**src/voice_pkg.sv**
```systemverilog
package voice_pkg;

    // sample word width of the whole path
    localparam int sample_w = 16;

    // largest knob volume, volume 15 is 15/16 gain
    localparam logic [3:0] vol_max = 4'd15;

    // pushbutton bit positions in pbs
    localparam int pb_ptt    = 0; // push-to-talk, held level
    localparam int pb_mute   = 1; // mute toggle
    localparam int pb_effect = 2; // echo toggle
    localparam int pb_gate   = 3; // noise gate toggle

    // one sample on the stream, valid is a single-cycle strobe
    typedef struct packed {
        logic                       valid;
        logic signed [sample_w-1:0] data;
    } sample_s;

    // user control state, driven by user_controls
    typedef struct packed {
        logic       ptt;       // push-to-talk held
        logic       gate_en;   // noise gate on
        logic       effect_en; // echo on
        logic       mute;      // output muted
        logic [3:0] volume;    // 0 is silent
    } ctrl_s;

    // quadrature knob phases, listed in clockwise order
    // each neighbor differs in one bit (gray code)
    typedef enum logic [1:0] {
        enc_p0 = 2'b00,
        enc_p1 = 2'b01,
        enc_p2 = 2'b11,
        enc_p3 = 2'b10
    } enc_phase_t;

endpackage
```
**src/voice_top.sv**
```systemverilog
`timescale 1ns/100ps

module voice_top import voice_pkg::*; #(
    parameter int delay_depth    = 16,
    parameter int gate_threshold = 256,
    parameter int gate_hold      = 8
) (
    input  logic       clk,
    input  logic       rst,
    input  logic [3:0] pbs,         // ptt, mute, effect, gate
    input  logic [1:0] vol,         // knob phases
    input  sample_s    sample_in,
    output sample_s    sample_out,
    output ctrl_s      ctrl
);

    sample_s gate_out;  // noise gate to echo
    sample_s echo_out;  // echo to output stage

    user_controls u_controls (
        .clk  (clk),
        .rst  (rst),
        .pbs  (pbs),
        .vol  (vol),
        .ctrl (ctrl)
    );

    // three registered stages, three cycles input to output
    noise_gate #(
        .gate_threshold (gate_threshold),
        .gate_hold      (gate_hold)
    ) u_gate (
        .clk        (clk),
        .rst        (rst),
        .sample_in  (sample_in),
        .gate_en    (ctrl.gate_en),
        .sample_out (gate_out)
    );

    echo_effect #(
        .delay_depth (delay_depth)
    ) u_echo (
        .clk        (clk),
        .rst        (rst),
        .sample_in  (gate_out),
        .effect_en  (ctrl.effect_en),
        .sample_out (echo_out)
    );

    output_stage u_out (
        .clk        (clk),
        .rst        (rst),
        .sample_in  (echo_out),
        .ctrl       (ctrl),
        .sample_out (sample_out)
    );

endmodule

```
**src/output_stage.sv**
```systemverilog
`timescale 1ns/100ps

module output_stage import voice_pkg::*; (
    input  logic    clk,
    input  logic    rst,
    input  sample_s sample_in,
    input  ctrl_s   ctrl,
    output sample_s sample_out
);

    logic signed [sample_w+4:0] product;  // 16 x 5 signed
    logic signed [sample_w-1:0] scaled;
    logic                       silence;
    logic                       valid_q;
    logic signed [sample_w-1:0] data_q;

    always_comb begin
        // volume gets a zero sign bit so it multiplies as unsigned
        product = $signed(sample_in.data) * $signed({1'b0, ctrl.volume});
        scaled  = product[sample_w+3:4];  // >>> 4, never overflows at 15/16
        // only speak while push-to-talk is held
        silence = ctrl.mute || !ctrl.ptt;
    end

    always_ff @(posedge clk or posedge rst) begin
        if (rst)
            valid_q <= 1'b0;
        else
            valid_q <= sample_in.valid;  // valid always forwarded
    end

    always_ff @(posedge clk) begin
        if (sample_in.valid)
            data_q <= silence ? '0 : scaled;
    end

    assign sample_out = '{valid: valid_q, data: data_q};

endmodule

```
**src/echo_effect.sv**
```systemverilog
`timescale 1ns/100ps

module echo_effect import voice_pkg::*; #(
    parameter int delay_depth = 16  // echo distance in samples, power of two
) (
    input  logic    clk,
    input  logic    rst,
    input  sample_s sample_in,
    input  logic    effect_en,
    output sample_s sample_out
);

    localparam int ptr_w = $clog2(delay_depth);

    localparam logic signed [sample_w-1:0] sample_max = {1'b0, {(sample_w-1){1'b1}}};
    localparam logic signed [sample_w-1:0] sample_min = {1'b1, {(sample_w-1){1'b0}}};

    logic signed [sample_w-1:0] delay_line [delay_depth]; // circular buffer
    logic [ptr_w-1:0]           wr_ptr;                   // wraps on its own
    logic signed [sample_w-1:0] in_data;
    logic signed [sample_w-1:0] old_sample;               // delay_depth valid samples ago
    logic signed [sample_w:0]   echo_sum;                 // one guard bit
    logic signed [sample_w-1:0] echo_data;
    logic                       valid_q;
    logic signed [sample_w-1:0] data_q;

    assign in_data    = sample_in.data;
    assign old_sample = delay_line[wr_ptr];  // slot about to be overwritten

    always_comb begin
        // operands are sign-extended to 17 bits before the add
        echo_sum = in_data + (old_sample >>> 1);
        case (echo_sum[sample_w:sample_w-1])
            2'b01:   echo_data = sample_max;  // positive overflow
            2'b10:   echo_data = sample_min;  // negative overflow
            default: echo_data = echo_sum[sample_w-1:0];
        endcase
    end

    // the line is written whether or not the effect is on
    always_ff @(posedge clk or posedge rst) begin
        if (rst) begin
            wr_ptr <= '0;
            for (int i = 0; i < delay_depth; i++)
                delay_line[i] <= '0;
        end else if (sample_in.valid) begin
            delay_line[wr_ptr] <= in_data;
            wr_ptr             <= wr_ptr + 1'b1;
        end
    end

    always_ff @(posedge clk or posedge rst) begin
        if (rst)
            valid_q <= 1'b0;
        else
            valid_q <= sample_in.valid;
    end

    always_ff @(posedge clk) begin
        if (sample_in.valid)
            data_q <= effect_en ? echo_data : in_data;
    end

    assign sample_out = '{valid: valid_q, data: data_q};

endmodule

```
**src/noise_gate.sv**
```systemverilog
`timescale 1ns/100ps

module noise_gate import voice_pkg::*; #(
    parameter int gate_threshold = 256, // magnitude below this is quiet
    parameter int gate_hold      = 8    // quiet samples before the gate closes
) (
    input  logic    clk,
    input  logic    rst,
    input  sample_s sample_in,
    input  logic    gate_en,
    output sample_s sample_out
);

    localparam int cnt_w = $clog2(gate_hold + 1);

    logic [cnt_w-1:0]           quiet_cnt;      // consecutive quiet samples, saturating
    logic [cnt_w-1:0]           quiet_cnt_next;
    logic [sample_w:0]          in_ext;         // one extra bit so -32768 has a magnitude
    logic [sample_w:0]          magnitude;
    logic                       quiet;
    logic                       gated;          // zero this sample
    logic                       valid_q;
    logic signed [sample_w-1:0] data_q;

    always_comb begin
        in_ext    = {sample_in.data[sample_w-1], sample_in.data};
        magnitude = in_ext[sample_w] ? -in_ext : in_ext;
        quiet     = magnitude < (sample_w + 1)'(gate_threshold);

        // count including the current sample
        if (!quiet)
            quiet_cnt_next = '0;  // any loud sample reopens
        else if (quiet_cnt == cnt_w'(gate_hold))
            quiet_cnt_next = quiet_cnt;
        else
            quiet_cnt_next = quiet_cnt + 1'b1;

        gated = gate_en && (quiet_cnt_next == cnt_w'(gate_hold));
    end

    always_ff @(posedge clk or posedge rst) begin
        if (rst) begin
            quiet_cnt <= '0;
            valid_q   <= 1'b0;
        end else begin
            valid_q <= sample_in.valid;
            if (sample_in.valid)
                quiet_cnt <= quiet_cnt_next;  // only real samples count
        end
    end

    always_ff @(posedge clk) begin
        if (sample_in.valid)
            data_q <= gated ? '0 : sample_in.data;
    end

    assign sample_out = '{valid: valid_q, data: data_q};

endmodule

```
**src/user_controls.sv**
```systemverilog
`timescale 1ns/100ps

module user_controls import voice_pkg::*; (
    input  logic       clk,
    input  logic       rst,
    input  logic [3:0] pbs,  // buttons, taken as clean
    input  logic [1:0] vol,  // quadrature knob
    output ctrl_s      ctrl
);

    logic [3:0] pbs_meta;    // first sync flop
    logic [3:0] pbs_sync;    // second sync flop
    logic [3:0] pbs_prev;    // pbs_sync one cycle back, for edge detect
    logic [3:0] pbs_rise;    // one-cycle pulse per button press

    enc_phase_t vol_meta;    // newer knob phase
    enc_phase_t vol_sync;    // older knob phase

    logic       step_cw;     // decoded this cycle
    logic       step_acw;
    logic       cw_q;        // decoded step, applied next edge
    logic       acw_q;

    ctrl_s      ctrl_next;

    // clockwise neighbor of a knob phase
    function automatic enc_phase_t cw_of(input enc_phase_t p);
        enc_phase_t n;
        case (p)
            enc_p0:  n = enc_p1;
            enc_p1:  n = enc_p2;
            enc_p2:  n = enc_p3;
            default: n = enc_p0;
        endcase
        return n;
    endfunction

    // two-flop synchronizers for buttons and knob
    always_ff @(posedge clk or posedge rst) begin
        if (rst) begin
            pbs_meta <= '0;
            pbs_sync <= '0;
            pbs_prev <= '0;
            vol_meta <= enc_p0;
            vol_sync <= enc_p0;
        end else begin
            pbs_meta <= pbs;
            pbs_sync <= pbs_meta;
            pbs_prev <= pbs_sync;
            vol_meta <= enc_phase_t'(vol);
            vol_sync <= vol_meta;
        end
    end

    assign pbs_rise = pbs_sync & ~pbs_prev;

    // direction from the two sync stages
    // a two-phase jump matches neither neighbor and is dropped
    assign step_cw  = (vol_meta == cw_of(vol_sync));
    assign step_acw = (vol_sync == cw_of(vol_meta));

    always_ff @(posedge clk or posedge rst) begin
        if (rst) begin
            cw_q  <= 1'b0;
            acw_q <= 1'b0;
        end else begin
            cw_q  <= step_cw;
            acw_q <= step_acw;
        end
    end

    always_comb begin
        ctrl_next     = ctrl;
        ctrl_next.ptt = pbs_sync[pb_ptt]; // level, not a toggle
        if (pbs_rise[pb_mute])
            ctrl_next.mute = ~ctrl.mute;
        if (pbs_rise[pb_effect])
            ctrl_next.effect_en = ~ctrl.effect_en;
        if (pbs_rise[pb_gate])
            ctrl_next.gate_en = ~ctrl.gate_en;

        // saturating volume, holds at both ends
        if (cw_q && (ctrl.volume < vol_max)) begin
            ctrl_next.volume = ctrl.volume + 4'd1;
        end else if (acw_q && (ctrl.volume != 4'd0)) begin
            ctrl_next.volume = ctrl.volume - 4'd1;
        end
    end

    always_ff @(posedge clk or posedge rst) begin
        if (rst)
            ctrl <= '0;  // all off, volume 0
        else
            ctrl <= ctrl_next;
    end

endmodule

```
**config.mk**
```make
export PLATFORM = sky130hd
export DESIGN_NAME = voice_top
export DESIGN_NICKNAME = d
export VERILOG_FILES = /design/src/voice_pkg.sv /design/src/voice_top.sv /design/src/output_stage.sv /design/src/echo_effect.sv /design/src/noise_gate.sv /design/src/user_controls.sv
export SDC_FILE = /design/constraint.sdc
export NUM_CORES = 1
export LEC_CHECK = 0
export BUFFER_PORTS_ARGS = -buffer_cell sky130_fd_sc_hd__buf_2
export CORE_ASPECT_RATIO = 0.5
export CORE_MARGIN = 1
export CORE_UTILIZATION = 44
export DETAILED_ROUTE_END_ITERATION = 12
export PLACE_DENSITY = 0.59
export SYNTH_ARGS = -nofsm -noshare
export SYNTH_HDL_FRONTEND = slang
export SYNTH_HIERARCHICAL = 1
export SYNTH_SLANG_ARGS = --single-unit
```
**constraint.sdc**
```tcl
create_clock -name clk -period 17.7 [get_ports clk]
set_input_delay 0.885 -clock clk [delete_from_list [all_inputs] [get_ports clk]]
set_output_delay 0.885 -clock clk [all_outputs]
set_load 0.01 [all_outputs]
```
# Word-level counts from Yosys, hierarchy flattened
# Index checks and enable logic that the tools add are counted.
[totals]
ff_bits = 341
input_bits = 25
out_inout_bits = 25
[classes]
n_addsub = 6
n_mul = 1
n_lt_le_gt_ge = 4
n_eq_ne = 10
muxes = 15
n_bitwise = 6
n_reduce_logical = 10
[op_table]
columns = ["cell", "count"]
rows = [
  ["$bwmux 256", 1],
  ["$bmux 16 s4", 1],
  ["$demux 16 s4", 1],
  ["$mux 16", 4],
  ["$pmux 16 s2", 1],
  ["$mul 16x5->20", 1],
  ["$add 16x15->17", 1],
  ["$lt 17x9->1 const B", 1],
  ["$mux 17", 1],
  ["$neg 17->17", 1],
  ["$mux 4", 4],
  ["$add 4x1->4 const B", 3],
  ["$pmux 2 s3", 2],
  ["$eq 4x4->1 const B", 2],
  ["$eq 2x1->1 const B", 3],
  ["$eq 2x2->1 const B", 3],
  ["$ge 5x5->1 const B", 1],
  ["$lt 5x1->1 const B", 1],
  ["$not 4->5", 1],
  ["$and 4x4->4", 1],
  ["$eq 2x2->1", 2],
  ["$logic_and 1x1->1", 4],
  ["$logic_not 2->1", 2],
  ["$lt 4x4->1 const B", 1],
  ["7 further kinds", 9],
]

# Longest topological paths before layout
# Gate-level depths: netlist of the first run.
[logic_depth]
ltp_word = 8
mapped_depth = 20

# By module
# The synthesis of the first run kept the hierarchy.
[modules_own_cells]
columns = ["mod", "instances", "cells_per_inst", "area_each_um2", "seq_area_each_um2"]
rows = [
  ["echo_effect", 1, 895, 12527.0, 6611.3],
  ["output_stage", 1, 330, 2972.9, 505.5],
  ["noise_gate", 1, 77, 996.0, 605.6],
  ["user_controls", 1, 60, 899.6, 625.6],
]

# Worst setup path before layout of the first run
# OpenSTA, ideal clock, no wires.
[synth_timing]
kind = "reg-to-reg"
from = "register u_echo.wr_ptr[1]"
to = "register u_echo.data_q[15] (data pin)"
arrival_time_ns = 4.141
t_required_ns = 17.439
slack_ns = 13.298
path_stages_with_launch = 18
path_buffers = 5
synth_period_minus_slack_ns = 4.402
path_cell_list = "dfrtp_1 clkbuf_1 clkbuf_1 mux4_2 mux4_2 ha_1 clkbuf_1 nand4_1 a21oi_1 o21ai_0 a21oi_1 nand2_1 a31o_2 ha_1 clkbuf_1 clkbuf_1 inv_1 a311o_1"
[synth_between]
elab_chain_cells = 8
[synth_rtl]
columns = ["item", "line", "source"]
rows = [
  ["start, declared", "echo_effect.sv:19", "logic [ptr_w-1:0] wr_ptr;"],
  ["start signal, assigned", "echo_effect.sv:48", "wr_ptr <= wr_ptr + 1'b1;"],
  ["$not 4->5 (not written as such) *", "echo_effect.sv:28", "assign old_sample = delay_line[wr_ptr];"],
  ["$bmux 16 s4 *", "echo_effect.sv:28", ""],
  ["$mux 16 (not written as such) * (2 in series)", "echo_effect.sv:28", ""],
  ["$add 16x15->17 *", "echo_effect.sv:32", "echo_sum = in_data + (old_sample >>> 1);"],
  ["$eq 2x2->1 or $eq 2x1->1 (tied branches)", "echo_effect.sv:33", "case (echo_sum[sample_w:sample_w-1])"],
  ["$pmux 16 s2 *", "echo_effect.sv:33", ""],
  ["$mux 16 *", "echo_effect.sv:61", "data_q <= effect_en ? echo_data : in_data;"],
  ["end signal, assigned", "echo_effect.sv:61", ""],
  ["end, declared", "echo_effect.sv:25", "logic signed [sample_w-1:0] data_q;"],
]
# Mark *: on every way between the ends. The rest lies on a longest branch, timed or not. The select of a mux whose other input is x is not followed.
# A chain may end at the register's enable or synchronous reset.

# Final worst setup path of the first run
[layout_timing]
from = "register u_echo.wr_ptr[0]"
to = "register u_echo.data_q[8] (data pin)"
# The elaborated chain is that of the path after synthesis.

==> key figures, run 1 <==
Drt
  – Vias: 10800
  – Wire per inst: 20.7 µm
  – # DRC: 0
  – Detailed Route WL: 40.2 mm
  – Drt pass-1 iters: 5
  – Via density per instance: 5.58
  – Antenna viol nets, final: 0
  – DR iter-0 viols: 810

Logic synthesis
  – Syn Area/Cell: 12.8 µm²
  – Post-synth ARST share: 85.2%
  – #FFs+latches synth: 324
  – Synth Flop Type: dfrtp_1
  – Post-Syn Area: 17400 µm²
  – Number of flops mapped to enable cells by yosys: 48
  – Post-synth cell types: 75
  – Syn_nets: 1481
  – Synthesis warning total: 6
  – Register area share after synthesis: 48.0%
  – Synthesized instance count: 1362

Cells and area
  – # nets final: 1507
  – Antenna Cells: 0
  – Area of the multi-input gates: 8320 µm²
  – Final instance area: 19200 µm²
  – Area growth from synthesis to layout: 10.1%
  – Share of cells above drive strength 1: 29.3%
  – Fillers: 3341
  – Seq. cell area: 8350 µm²

Place
  – Placed instance area: 18100 µm²
  – GPL Wtd Cong: 0.946
  – Port bufs: 49
  – Post-DP HPWL: 26.8 mm

Global route
  – M3 GR Usage: 3.14%
  – Pin count of the biggest net entering global routing: 104
  – Gr ovfl total: 0
  – First-pass GRT wire length: 64.0 mm
  – Vias in the first global route: 11100
  – M1 GR Usage: 28.9%
  – Initial antenna violation count: 0
  – Gr busiest metal: met2
  – Total global-route track usage: 20.6%
  – M2 GR Usage: 33.8%

Worst setup path
  – Worst endpoint data arrival time: 6.25 ns
  – RR Startpoint: u_echo/wr_ptr[0]$_DFFE_PP0P_
  – Reg2Reg Setup Slack: 11.79 ns
  – Worst path slowest cell: buf_4
  – Setup crit end kind: flip-flop
  – RR Endpoint: u_echo/data_q[8]$_DFFE_PP_
  – WP data required: 18.04 ns
  – CP startpoint kind: flip-flop
  – Worst-path cell chain: buf_4, mux4_1, mux4_2, ha_1, nand4_1, a21oi_1, o21ai_0, a21oi_1, nand2_1, a31o_2, ha_1, nor2b_1, nand2_1, o221ai_1
  – Crit path largest cell delay: 0.72 ns
  – Crit Path Max Fanout: 43
  – Critical path class: reg2reg
  – Worst R2R Path Depth: 14

STA
  – Final Skew: 0.0209 ns
  – Setup TNS: 0 ns
  – Period utilization: 33.4%
  – FMAX: 0.169 GHz
  – Max-slew headroom: 29.4%
  – Final setup viols: 0
  – Final Hold Fails: 0
  – Final Max Tran Viols: 0
  – Tmin final: 5.91 ns
  – RSZ-0062 raised after global routing: no
  – Worst slew pin tran: 1.06 ns

CTS
  – Clk buf depth: 3
  – # clock sinks: 324
  – Hold_buf cts: 0
  – CTS tree: yes
  – Clock-pin slew on the worst setup and hold paths: 0.06 ns
  – Postcts setup bufs: 0
  – Post-CTS resize count: 0
  – Clock root buffer: clkbuf_16
  – H-tree depth: 2
  – Num CTS Buffers: 34
  – Clock Latency Late Sink: 0.53 ns

Die
  – Ports: 50
  – Rows: 51
  – Initial core utilization: 44.7%
  – Die area: 40400 µm²
  – Die W: 283 µm
  – Core Footprint: 38900 µm²
  – Die height: 143 µm

Flow run
  – Max Cap Viol: 0

Min path
  – HP Class: in2async

Run status
  – Status: finished clean
[worst max-delay path, delay by kind of cell, from the launching register on]
kind | cells | cell delay, ns
compound gates | 5 | 0.97
fa+ha+maj | 2 | 0.95
buf+inv | 1 | 0.72
flops | 1 | 0.71
mux | 2 | 1.15
simple gates | 4 | 1.11
[placed cells by master, fill, tap and decap left out, types with 5 or more instances in the layout]
cell type,n
a21boi_0,12
a21o_1,9
a21oi_1,48
a31oi_1,5
and2_1,50
and3_1,8
buf_2,49
buf_4,22
clkbuf_1,6
clkbuf_16,35
clkbuf_8,7
clkinv_2,6
dfrtp_1,274
edfxtp_1,48
fa_1,33
ha_1,61
inv_1,89
mux2_2,189
mux4_2,71
nand2_1,106
nand2b_1,14
nand3_1,20
nand4_1,7
nor2_1,27
nor2b_1,7
nor3_1,10
nor4_1,6
o211ai_1,5
o21ai_0,69
xnor2_1,16
xor2_1,9
[how the worst max path moves through the flow]
stage | from | end | slack [ns]
after CTS | u_echo/wr_ptr[0]$_DFFE_PP0P_ | u_echo/data_q[8]$_DFFE_PP_ | 11.81
after detailed placement | u_echo/wr_ptr[0]$_DFFE_PP0P_ | u_echo/data_q[8]$_DFFE_PP_ | 11.84
after global placement | u_echo/wr_ptr[0]$_DFFE_PP0P_ | u_echo/data_q[14]$_DFFE_PP_ | 12.01
final | u_echo/wr_ptr[0]$_DFFE_PP0P_ | u_echo/data_q[8]$_DFFE_PP_ | 11.79
after global routing | u_echo/wr_ptr[0]$_DFFE_PP0P_ | u_echo/data_q[8]$_DFFE_PP_ | 11.30
after floorplan | rst | u_echo/delay_line[100]$_DFFE_PP0P_ | 10.09
[synth_stat cells, drive strengths merged, types with 16 or more instances]
| cell | n | area share [%] |
|---|---|---|
| a21oi | 51 | 1.5 |
| o21ai | 73 | 2.1 |
| nor2 | 27 | 0.58 |
| nand3 | 21 | 0.63 |
| mux4 | 75 | 9.8 |
| edfxtp | 48 | 8.3 |
| ha | 61 | 4.4 |
| fa | 33 | 3.8 |
| clkbuf | 48 | 1.0 |
| a21boi | 16 | 0.69 |
| nand2 | 106 | 2.3 |
| and2 | 50 | 1.8 |
| inv | 91 | 2.0 |
| xnor2 | 16 | 0.81 |
| dfrtp | 276 | 40 |
| mux2 | 190 | 12 |
| buf | 33 | 1.3 |
[stage by stage]
step | setup WS (ns) | cells | hold WS (ns) | utilization, %
2_1_floorplan | 10.09 | 1362 | 0.331 | -
3_3_place_gp | 12.01 | 1882 | 0.332 | 46.5
3_5_place_dp | 11.84 | 1882 | 0.336 | 46.5
4_1_cts | 11.81 | 1941 | 0.255 | 49.2
5_1_grt | 11.30 | 1941 | 0.277 | 49.2
6_report | 11.79 | 1941 | 0.270 | 49.2
[cell type report]
type / instances / share of cell area, %
clock inverter: 11 / 0.320
sequential: 324 / 43.6
clock buffer: 48 / 5.19
inverter: 91 / 1.82
tap: 530 / 3.46
multi-input combinational: 866 / 43.4
timing repair buffer: 71 / 2.14
[registers in the layout (all words and copies together) (netlist names)]
register	cells
u_echo/delay_line	240
u_echo/data_q	16
u_gate/data_q	16
u_out/data_q	16
u_controls/ctrl	7
u_controls/pbs_meta	4
u_controls/pbs_prev	4
u_controls/pbs_sync	4
u_echo/wr_ptr	4
u_gate/quiet_cnt	4
u_controls/vol_meta	2
u_controls/vol_sync	2
u_controls/acw_q	1
u_controls/cw_q	1
u_echo/valid_q	1
u_gate/valid_q	1
u_out/valid_q	1
[kinds of logic (layout without fill, tap and decap cells)]
kind of cell             count (synthesis)  in the layout  share of synthesized area (%)
AO/OA/AOI/OAI                          198            198                           7.53
XOR/XNOR                                27             27                           1.52
adder cells (fa/ha/maj)                 94             94                           8.19
buffers and inverters                  172            221                           4.30
flip-flops                             324            324                           48.0
multiplexers                           269            269                           22.3
AND/OR/NAND/NOR                        278            278                           8.15
[metal layers]
layer | up-vias | share of wire (%)
li1 | 4947 | -
met1 | 5594 | 47
met2 | 234 | 47
met3 | 48 | 4.8
met4 | 0 | 1.7
met5 | - | 0
Power of run 1 is left out: the tool's default activity adds up to more than one toggle a clock period on the data nets, which glitch-free logic cannot reach.
==> run 2, diff against run 1 <==
- clock period: 17.7 -> 6.1 ns (I/O delays scaled with it)
==> key figures, run 2 (synthesized netlist as in run 1, its figures left out) <==
Min path
  – HP Class: in2reg
  – Worst Min Path Start: sample_in[5]
  – Worst hold endpoint: u_gate/data_q[5]$_SDFFCE_PP0P_
  – Number of cells on the worst hold path: 2

CTS
  – Clock Latency Late Sink: 0.53 ns (about the same)
  – Num CTS Buffers: 34 (unchanged)
  – Clk buf depth: 3 (unchanged)
  – H-tree depth: 2 (unchanged)
  – # clock sinks: 324 (unchanged)
  – Clock root buffer: clkbuf_16
  – Clock-pin slew on the worst setup and hold paths: 0.06 ns (about the same)
  – Postcts setup bufs: 0 (unchanged)
  – CTS tree: yes

Die
  – Initial core utilization: 44.7% (unchanged)
  – Rows: 51 (unchanged)
  – Die area: 40400 µm² (unchanged)
  – Core Footprint: 38900 µm² (unchanged)
  – Ports: 50 (unchanged)
  – Die W: 283 µm (unchanged)
  – Die height: 143 µm (unchanged)

Drt
  – Drt pass-1 iters: 5 (unchanged)
  – Via density per instance: 5.54 (-0.72%)
  – Wire per inst: 20.0 µm (-3.3%)
  – Antenna viol nets, final: 0 (unchanged)
  – Vias: 10800 (-0.055%)
  – Detailed Route WL: 39.1 mm (-2.7%)
  – # DRC: 0 (unchanged)
  – DR iter-0 viols: 682 (-16%)

STA
  – Hold WS: 0.121 ns (-0.149 ns)
  – FMAX: 0.177 GHz (+4.6%)
  – Worst slew pin tran: 1.09 ns (+0.0332 ns)
  – Final Hold Fails: 0 (unchanged)
  – Setup TNS: 0 ns (unchanged)
  – Max-slew headroom: 27.2% (-2.2 points)
  – Tmin final: 5.65 ns (-0.262 ns)
  – Period utilization: 92.6% (+59 points)
  – Final Skew: 0.0153 ns (-0.00559 ns)
  – Final Max Tran Viols: 0 (unchanged)
  – RSZ-0062 raised after global routing: no
  – Final setup viols: 0 (unchanged)

Worst setup path
  – CP startpoint kind: flip-flop
  – Critical path class: reg2reg
  – Worst-path cell chain: buf_4, mux4_1, mux4_2, ha_1, nand2b_1, a21oi_1, o21ai_0, a21oi_1, nand2_1, a31o_2, ha_1, nor2b_1, nand2_1, o221ai_1
  – Cell family with most CP delay: simple AND/OR/NAND/NOR gates
  – Setup crit end kind: flip-flop
  – Worst endpoint data arrival time: 6.01 ns (-0.24 ns)
  – Worst R2R Path Depth: 14 (unchanged)
  – RR Endpoint: u_echo/data_q[10]$_DFFE_PP_
  – WP buf/inv: 1 (unchanged)
  – Crit path largest cell delay: 0.93 ns (+0.21 ns)
  – Worst path slowest cell: dfrtp_4
  – Crit Path Max Fanout: 37 (-14%)
  – RR Startpoint: u_echo/wr_ptr[0]$_DFFE_PP0P_
  – Reg2Reg Setup Slack: 0.45 ns (-11.34 ns)
  – WP data required: 6.46 ns (-11.58 ns)

Cells and area
  – Commonest non-fill, non-tap cell in the layout: dfrtp_1
  – Largest Register: u_echo/delay_line
  – Area growth from synthesis to layout: 11.1%
  – # nets final: 1517 (+0.66%)
  – Max FFs per register: 240 (unchanged)
  – Most frequent cells in the layout: dfrtp_1 (274), mux2_2 (189), nand2_1 (106)
  – Share of cells above drive strength 1: 29.3% (-0.037 points)

Global route
  – Gr ovfl total: 0 (unchanged)
  – Total global-route track usage: 19.8% (-0.79 points)
  – Vias in the first global route: 11100 (+0.30%)
  – Pin count of the biggest net entering global routing: 158 (+52%)
  – First-pass GRT wire length: 61.9 mm (-3.3%)
  – Initial antenna violation count: 0 (unchanged)

Run status
  – Status: finished clean

Place
  – Port bufs: 49 (unchanged)
  – Post-DP HPWL: 26.4 mm (-1.6%)
  – GPL Wtd Cong: 0.840 (-11%)

Flow run
  – Max Cap Viol: 0 (unchanged)
## run 2: changes by cell type in the layout (fill, tap and decap cells not counted), sizes merged
cell         previous run  this run
inv                    94        92
clkinvlp                0         3
buf                    71        74
diode                   0         1
dlygate4sd3             0         7
clkbuf                 48        50
clkinv                  8         6
bufinv                  0         1
## run 2: worst register-to-register path: stages (launching register included)
cell and delay [ns]:
dfrtp_4 0.93, buf_4 0.43, mux4_1 0.59, mux4_2 0.49, ha_1 0.36, nand2b_1 0.12, a21oi_1 0.23, o21ai_0 0.20
a21oi_1 0.27, nand2_1 0.11, a31o_2 0.24, ha_1 0.48, nor2b_1 0.58, nand2_1 0.29, o221ai_1 0.15
## run 2: cell type report
type	instances	area, µm²
sequential	324	8350
multi-input combinational	866	8320
clock buffer	50	1010
inverter	91	345
fill	3351	19600
clock inverter	11	113
tap	530	663
antenna	1	2.50
timing repair buffer	81	515
## run 2: through the flow
stage	utilization, %	setup WS [ns]	std cells	cell area, µm²
floorplan	-	1.70	1362	17400
global placement	46.6	0.660	1885	18100
detailed placement	46.6	0.524	1885	18100
CTS	49.6	0.498	1953	19300
global route	49.6	0.0137	1953	19300
finish	49.6	0.450	1954	19300
## run 2: per-layer routing
layer  wire, µm  global-route usage (%)  vias to the layer above
met5          0                       0                        -
met4       1020                    6.51                        0
met3       2030                    3.35                       65
met2      18500                    33.1                      241
met1      17500                    26.4                     5554
li1           -                       -                     4957
## run 2: worst max-delay path by stage
stage | startpoint | end | cells after the start
floorplan | u_echo/wr_ptr[1]$_DFFE_PP0P_ | u_echo/data_q[15]$_DFFE_PP_ | 17
CTS | u_echo/wr_ptr[0]$_DFFE_PP0P_ | u_echo/data_q[12]$_DFFE_PP_ | 14
global route | u_echo/wr_ptr[0]$_DFFE_PP0P_ | u_echo/data_q[14]$_DFFE_PP_ | 14
finish | u_echo/wr_ptr[0]$_DFFE_PP0P_ | u_echo/data_q[10]$_DFFE_PP_ | 14
global placement | u_echo/wr_ptr[0]$_DFFE_PP0P_ | u_echo/data_q[14]$_DFFE_PP_ | 14
detailed placement | u_echo/wr_ptr[0]$_DFFE_PP0P_ | u_echo/data_q[10]$_DFFE_PP_ | 14
## run 2: timing repair
action | CTS | global route
hold endpoints to repair | 20 | 0
resized for setup | 0 | 0
hold buffers | 7 | 0
Power of run 2 is left out for the same reason.
==> run 3, diff against run 2 <==
- CTS_CLUSTER_SIZE: default -> 8
- PLACE_DENSITY: 0.59 -> default
==> key figures, run 3 (synthesized netlist as in run 1, its figures left out) <==
Run status
  – Status: finished clean

CTS
  – Post-CTS resize count: 0 (unchanged)
  – Clk buf depth: 3 (unchanged)
  – Clock Latency Late Sink: 0.57 ns (+0.04 ns)
  – CTS tree: yes
  – Clock root buffer: clkbuf_16
  – Num CTS Buffers: 46 (+35%)
  – Clock-pin slew on the worst setup and hold paths: 0.05 ns (about the same)
  – # clock sinks: 324 (unchanged)
  – Postcts setup bufs: 0 (unchanged)
  – H-tree depth: 2 (unchanged)

Worst setup path
  – CP startpoint kind: flip-flop
  – Crit Path Max Fanout: 36 (-2.7%)
  – WP data required: 6.47 ns (about the same)
  – RR Endpoint: u_echo/data_q[10]$_DFFE_PP_
  – Setup crit end kind: flip-flop
  – Reg2Reg Setup Slack: 0.79 ns (+0.34 ns)
  – Critical path class: reg2reg
  – Worst R2R Path Depth: 16 (+2)
  – Worst endpoint data arrival time: 5.68 ns (-0.33 ns)
  – RR Startpoint: u_echo/wr_ptr[1]$_DFFE_PP0P_

STA
  – RSZ-0062 raised after global routing: no
  – Setup TNS: 0 ns (unchanged)
  – PnR worst setup slack: 0.790 ns (+0.340 ns)
  – FMAX: 0.188 GHz (+6.4%)
  – Max-slew headroom: 14.4% (-13 points)
  – Final Skew: 0.0295 ns (+0.0142 ns)
  – Worst slew pin tran: 1.28 ns (+0.189 ns)
  – Final Max Tran Viols: 0 (unchanged)
  – Final setup viols: 0 (unchanged)
  – Final Hold Fails: 0 (unchanged)
  – Period utilization: 87.1% (-5.6 points)
  – Tmin final: 5.31 ns (-0.340 ns)

Global route
  – First-pass GRT wire length: 63.5 mm (+2.6%)
  – Total global-route track usage: 20.2% (+0.46 points)
  – Gr ovfl total: 0 (unchanged)
  – Vias in the first global route: 11400 (+2.1%)
  – Initial antenna violation count: 0 (unchanged)
  – Pin count of the biggest net entering global routing: 179 (+13%)

Drt
  – Wire per inst: 20.3 µm (+1.2%)
  – Antenna viol nets, final: 0 (unchanged)
  – DR iter-0 viols: 709 (+4.0%)
  – Drt pass-1 iters: 5 (unchanged)
  – Detailed Route WL: 39.6 mm (+1.2%)
  – Via density per instance: 5.62 (+1.6%)
  – # DRC: 0 (unchanged)
  – Vias: 11000 (+1.5%)

Cells and area
  – Antenna Cells: 0 (-1)
  – # nets final: 1526 (+0.59%)
  – Most frequent cells in the layout: dfrtp_1 (274), mux2_2 (189), nand2_1 (106)
  – Commonest non-fill, non-tap cell in the layout: dfrtp_1
  – Area growth from synthesis to layout: 12.0%
  – Share of cells above drive strength 1: 29.0% (-0.28 points)
  – Largest Register: u_echo/delay_line
  – Max FFs per register: 240 (unchanged)
  – Final core area utilization: 50.0% (+0.40 points)

Die
  – Rows: 51 (unchanged)
  – Die W: 283 µm (unchanged)
  – Ports: 50 (unchanged)
  – Die height: 143 µm (unchanged)
  – Initial core utilization: 44.7% (unchanged)
  – Core Footprint: 38900 µm² (unchanged)
  – Die area: 40400 µm² (unchanged)

Min path
  – Worst hold endpoint: u_gate/data_q[7]$_SDFFCE_PP0P_
  – Worst Min Path Start: sample_in[7]
  – Number of cells on the worst hold path: 2 (unchanged)
  – HP Class: in2reg

Place
  – Post-DP HPWL: 26.2 mm (-0.76%)
  – DP Worst Slack: 0.851 ns (+0.326 ns)
  – GPL Wtd Cong: 0.896 (+6.7%)
  – Port bufs: 49 (unchanged)

Flow run
  – Max Cap Viol: 0 (unchanged)
==> run 3: how the worst max path moves through the flow <==
| stage | startpoint | endpoint | slack (ns) |
|---|---|---|---|
| floorplan | u_echo/wr_ptr[1]$_DFFE_PP0P_ | u_echo/data_q[15]$_DFFE_PP_ | 1.70 |
| CTS | u_echo/wr_ptr[1]$_DFFE_PP0P_ | u_echo/data_q[10]$_DFFE_PP_ | 0.85 |
| global route | u_echo/wr_ptr[1]$_DFFE_PP0P_ | u_echo/data_q[12]$_DFFE_PP_ | 0.41 |
| finish | u_echo/wr_ptr[1]$_DFFE_PP0P_ | u_echo/data_q[10]$_DFFE_PP_ | 0.79 |
| detailed placement | u_echo/wr_ptr[1]$_DFFE_PP0P_ | u_echo/data_q[14]$_DFFE_PP_ | 0.85 |
| global placement | u_echo/wr_ptr[1]$_DFFE_PP0P_ | u_echo/data_q[14]$_DFFE_PP_ | 1.16 |
==> run 3: metrics by stage <==
stage	cell area [µm²]	cells	hold WS [ns]
global route	19500	1953	0.0736
global placement	18100	1882	0.186
finish	19500	1953	0.0900
floorplan	17400	1362	0.0337
detailed placement	18100	1882	0.188
CTS	19500	1953	0.0633
==> run 3: worst max-delay path, cell delays in order (launching register included) <==
cell      delay [ns]
dfrtp_2         0.59
buf_4           0.56
mux4_2          0.32
mux4_2          0.23
ha_1            0.22
inv_1           0.07
fa_1            0.37
nand2b_1        0.20
a21oi_1         0.24
o21ai_0         0.17
a21oi_1         0.27
nand2_1         0.12
a31o_2          0.25
ha_1            0.49
nor2b_1         0.58
nand2_1         0.28
o221ai_1        0.14
==> run 3: cell type report <==
class	count	area, µm²
fillers	3341	19400
flip-flops and latches	324	8350
multi-input cells	866	8320
clock buffers	62	1240
well taps	530	663
repair buffers	78	505
inverters	91	345
clock inverters	2	50.0
==> run 3: metal layers <==
layer  track usage [%]  part of all wire (%)  up-vias
met5                 0                     0        -
met4              6.37                   2.2        0
met3              3.37                   4.6       63
met2              33.7                    47      247
met1              27.3                    46     5694
li1                  -                     -     4980
==> run 3: timing repair <==
item,in CTS,in global routing
setup endpoints to repair,0,0
endpoints found under the hold margin,12,0
hold buffers,7,0
Power of run 3 is left out for the same reason.
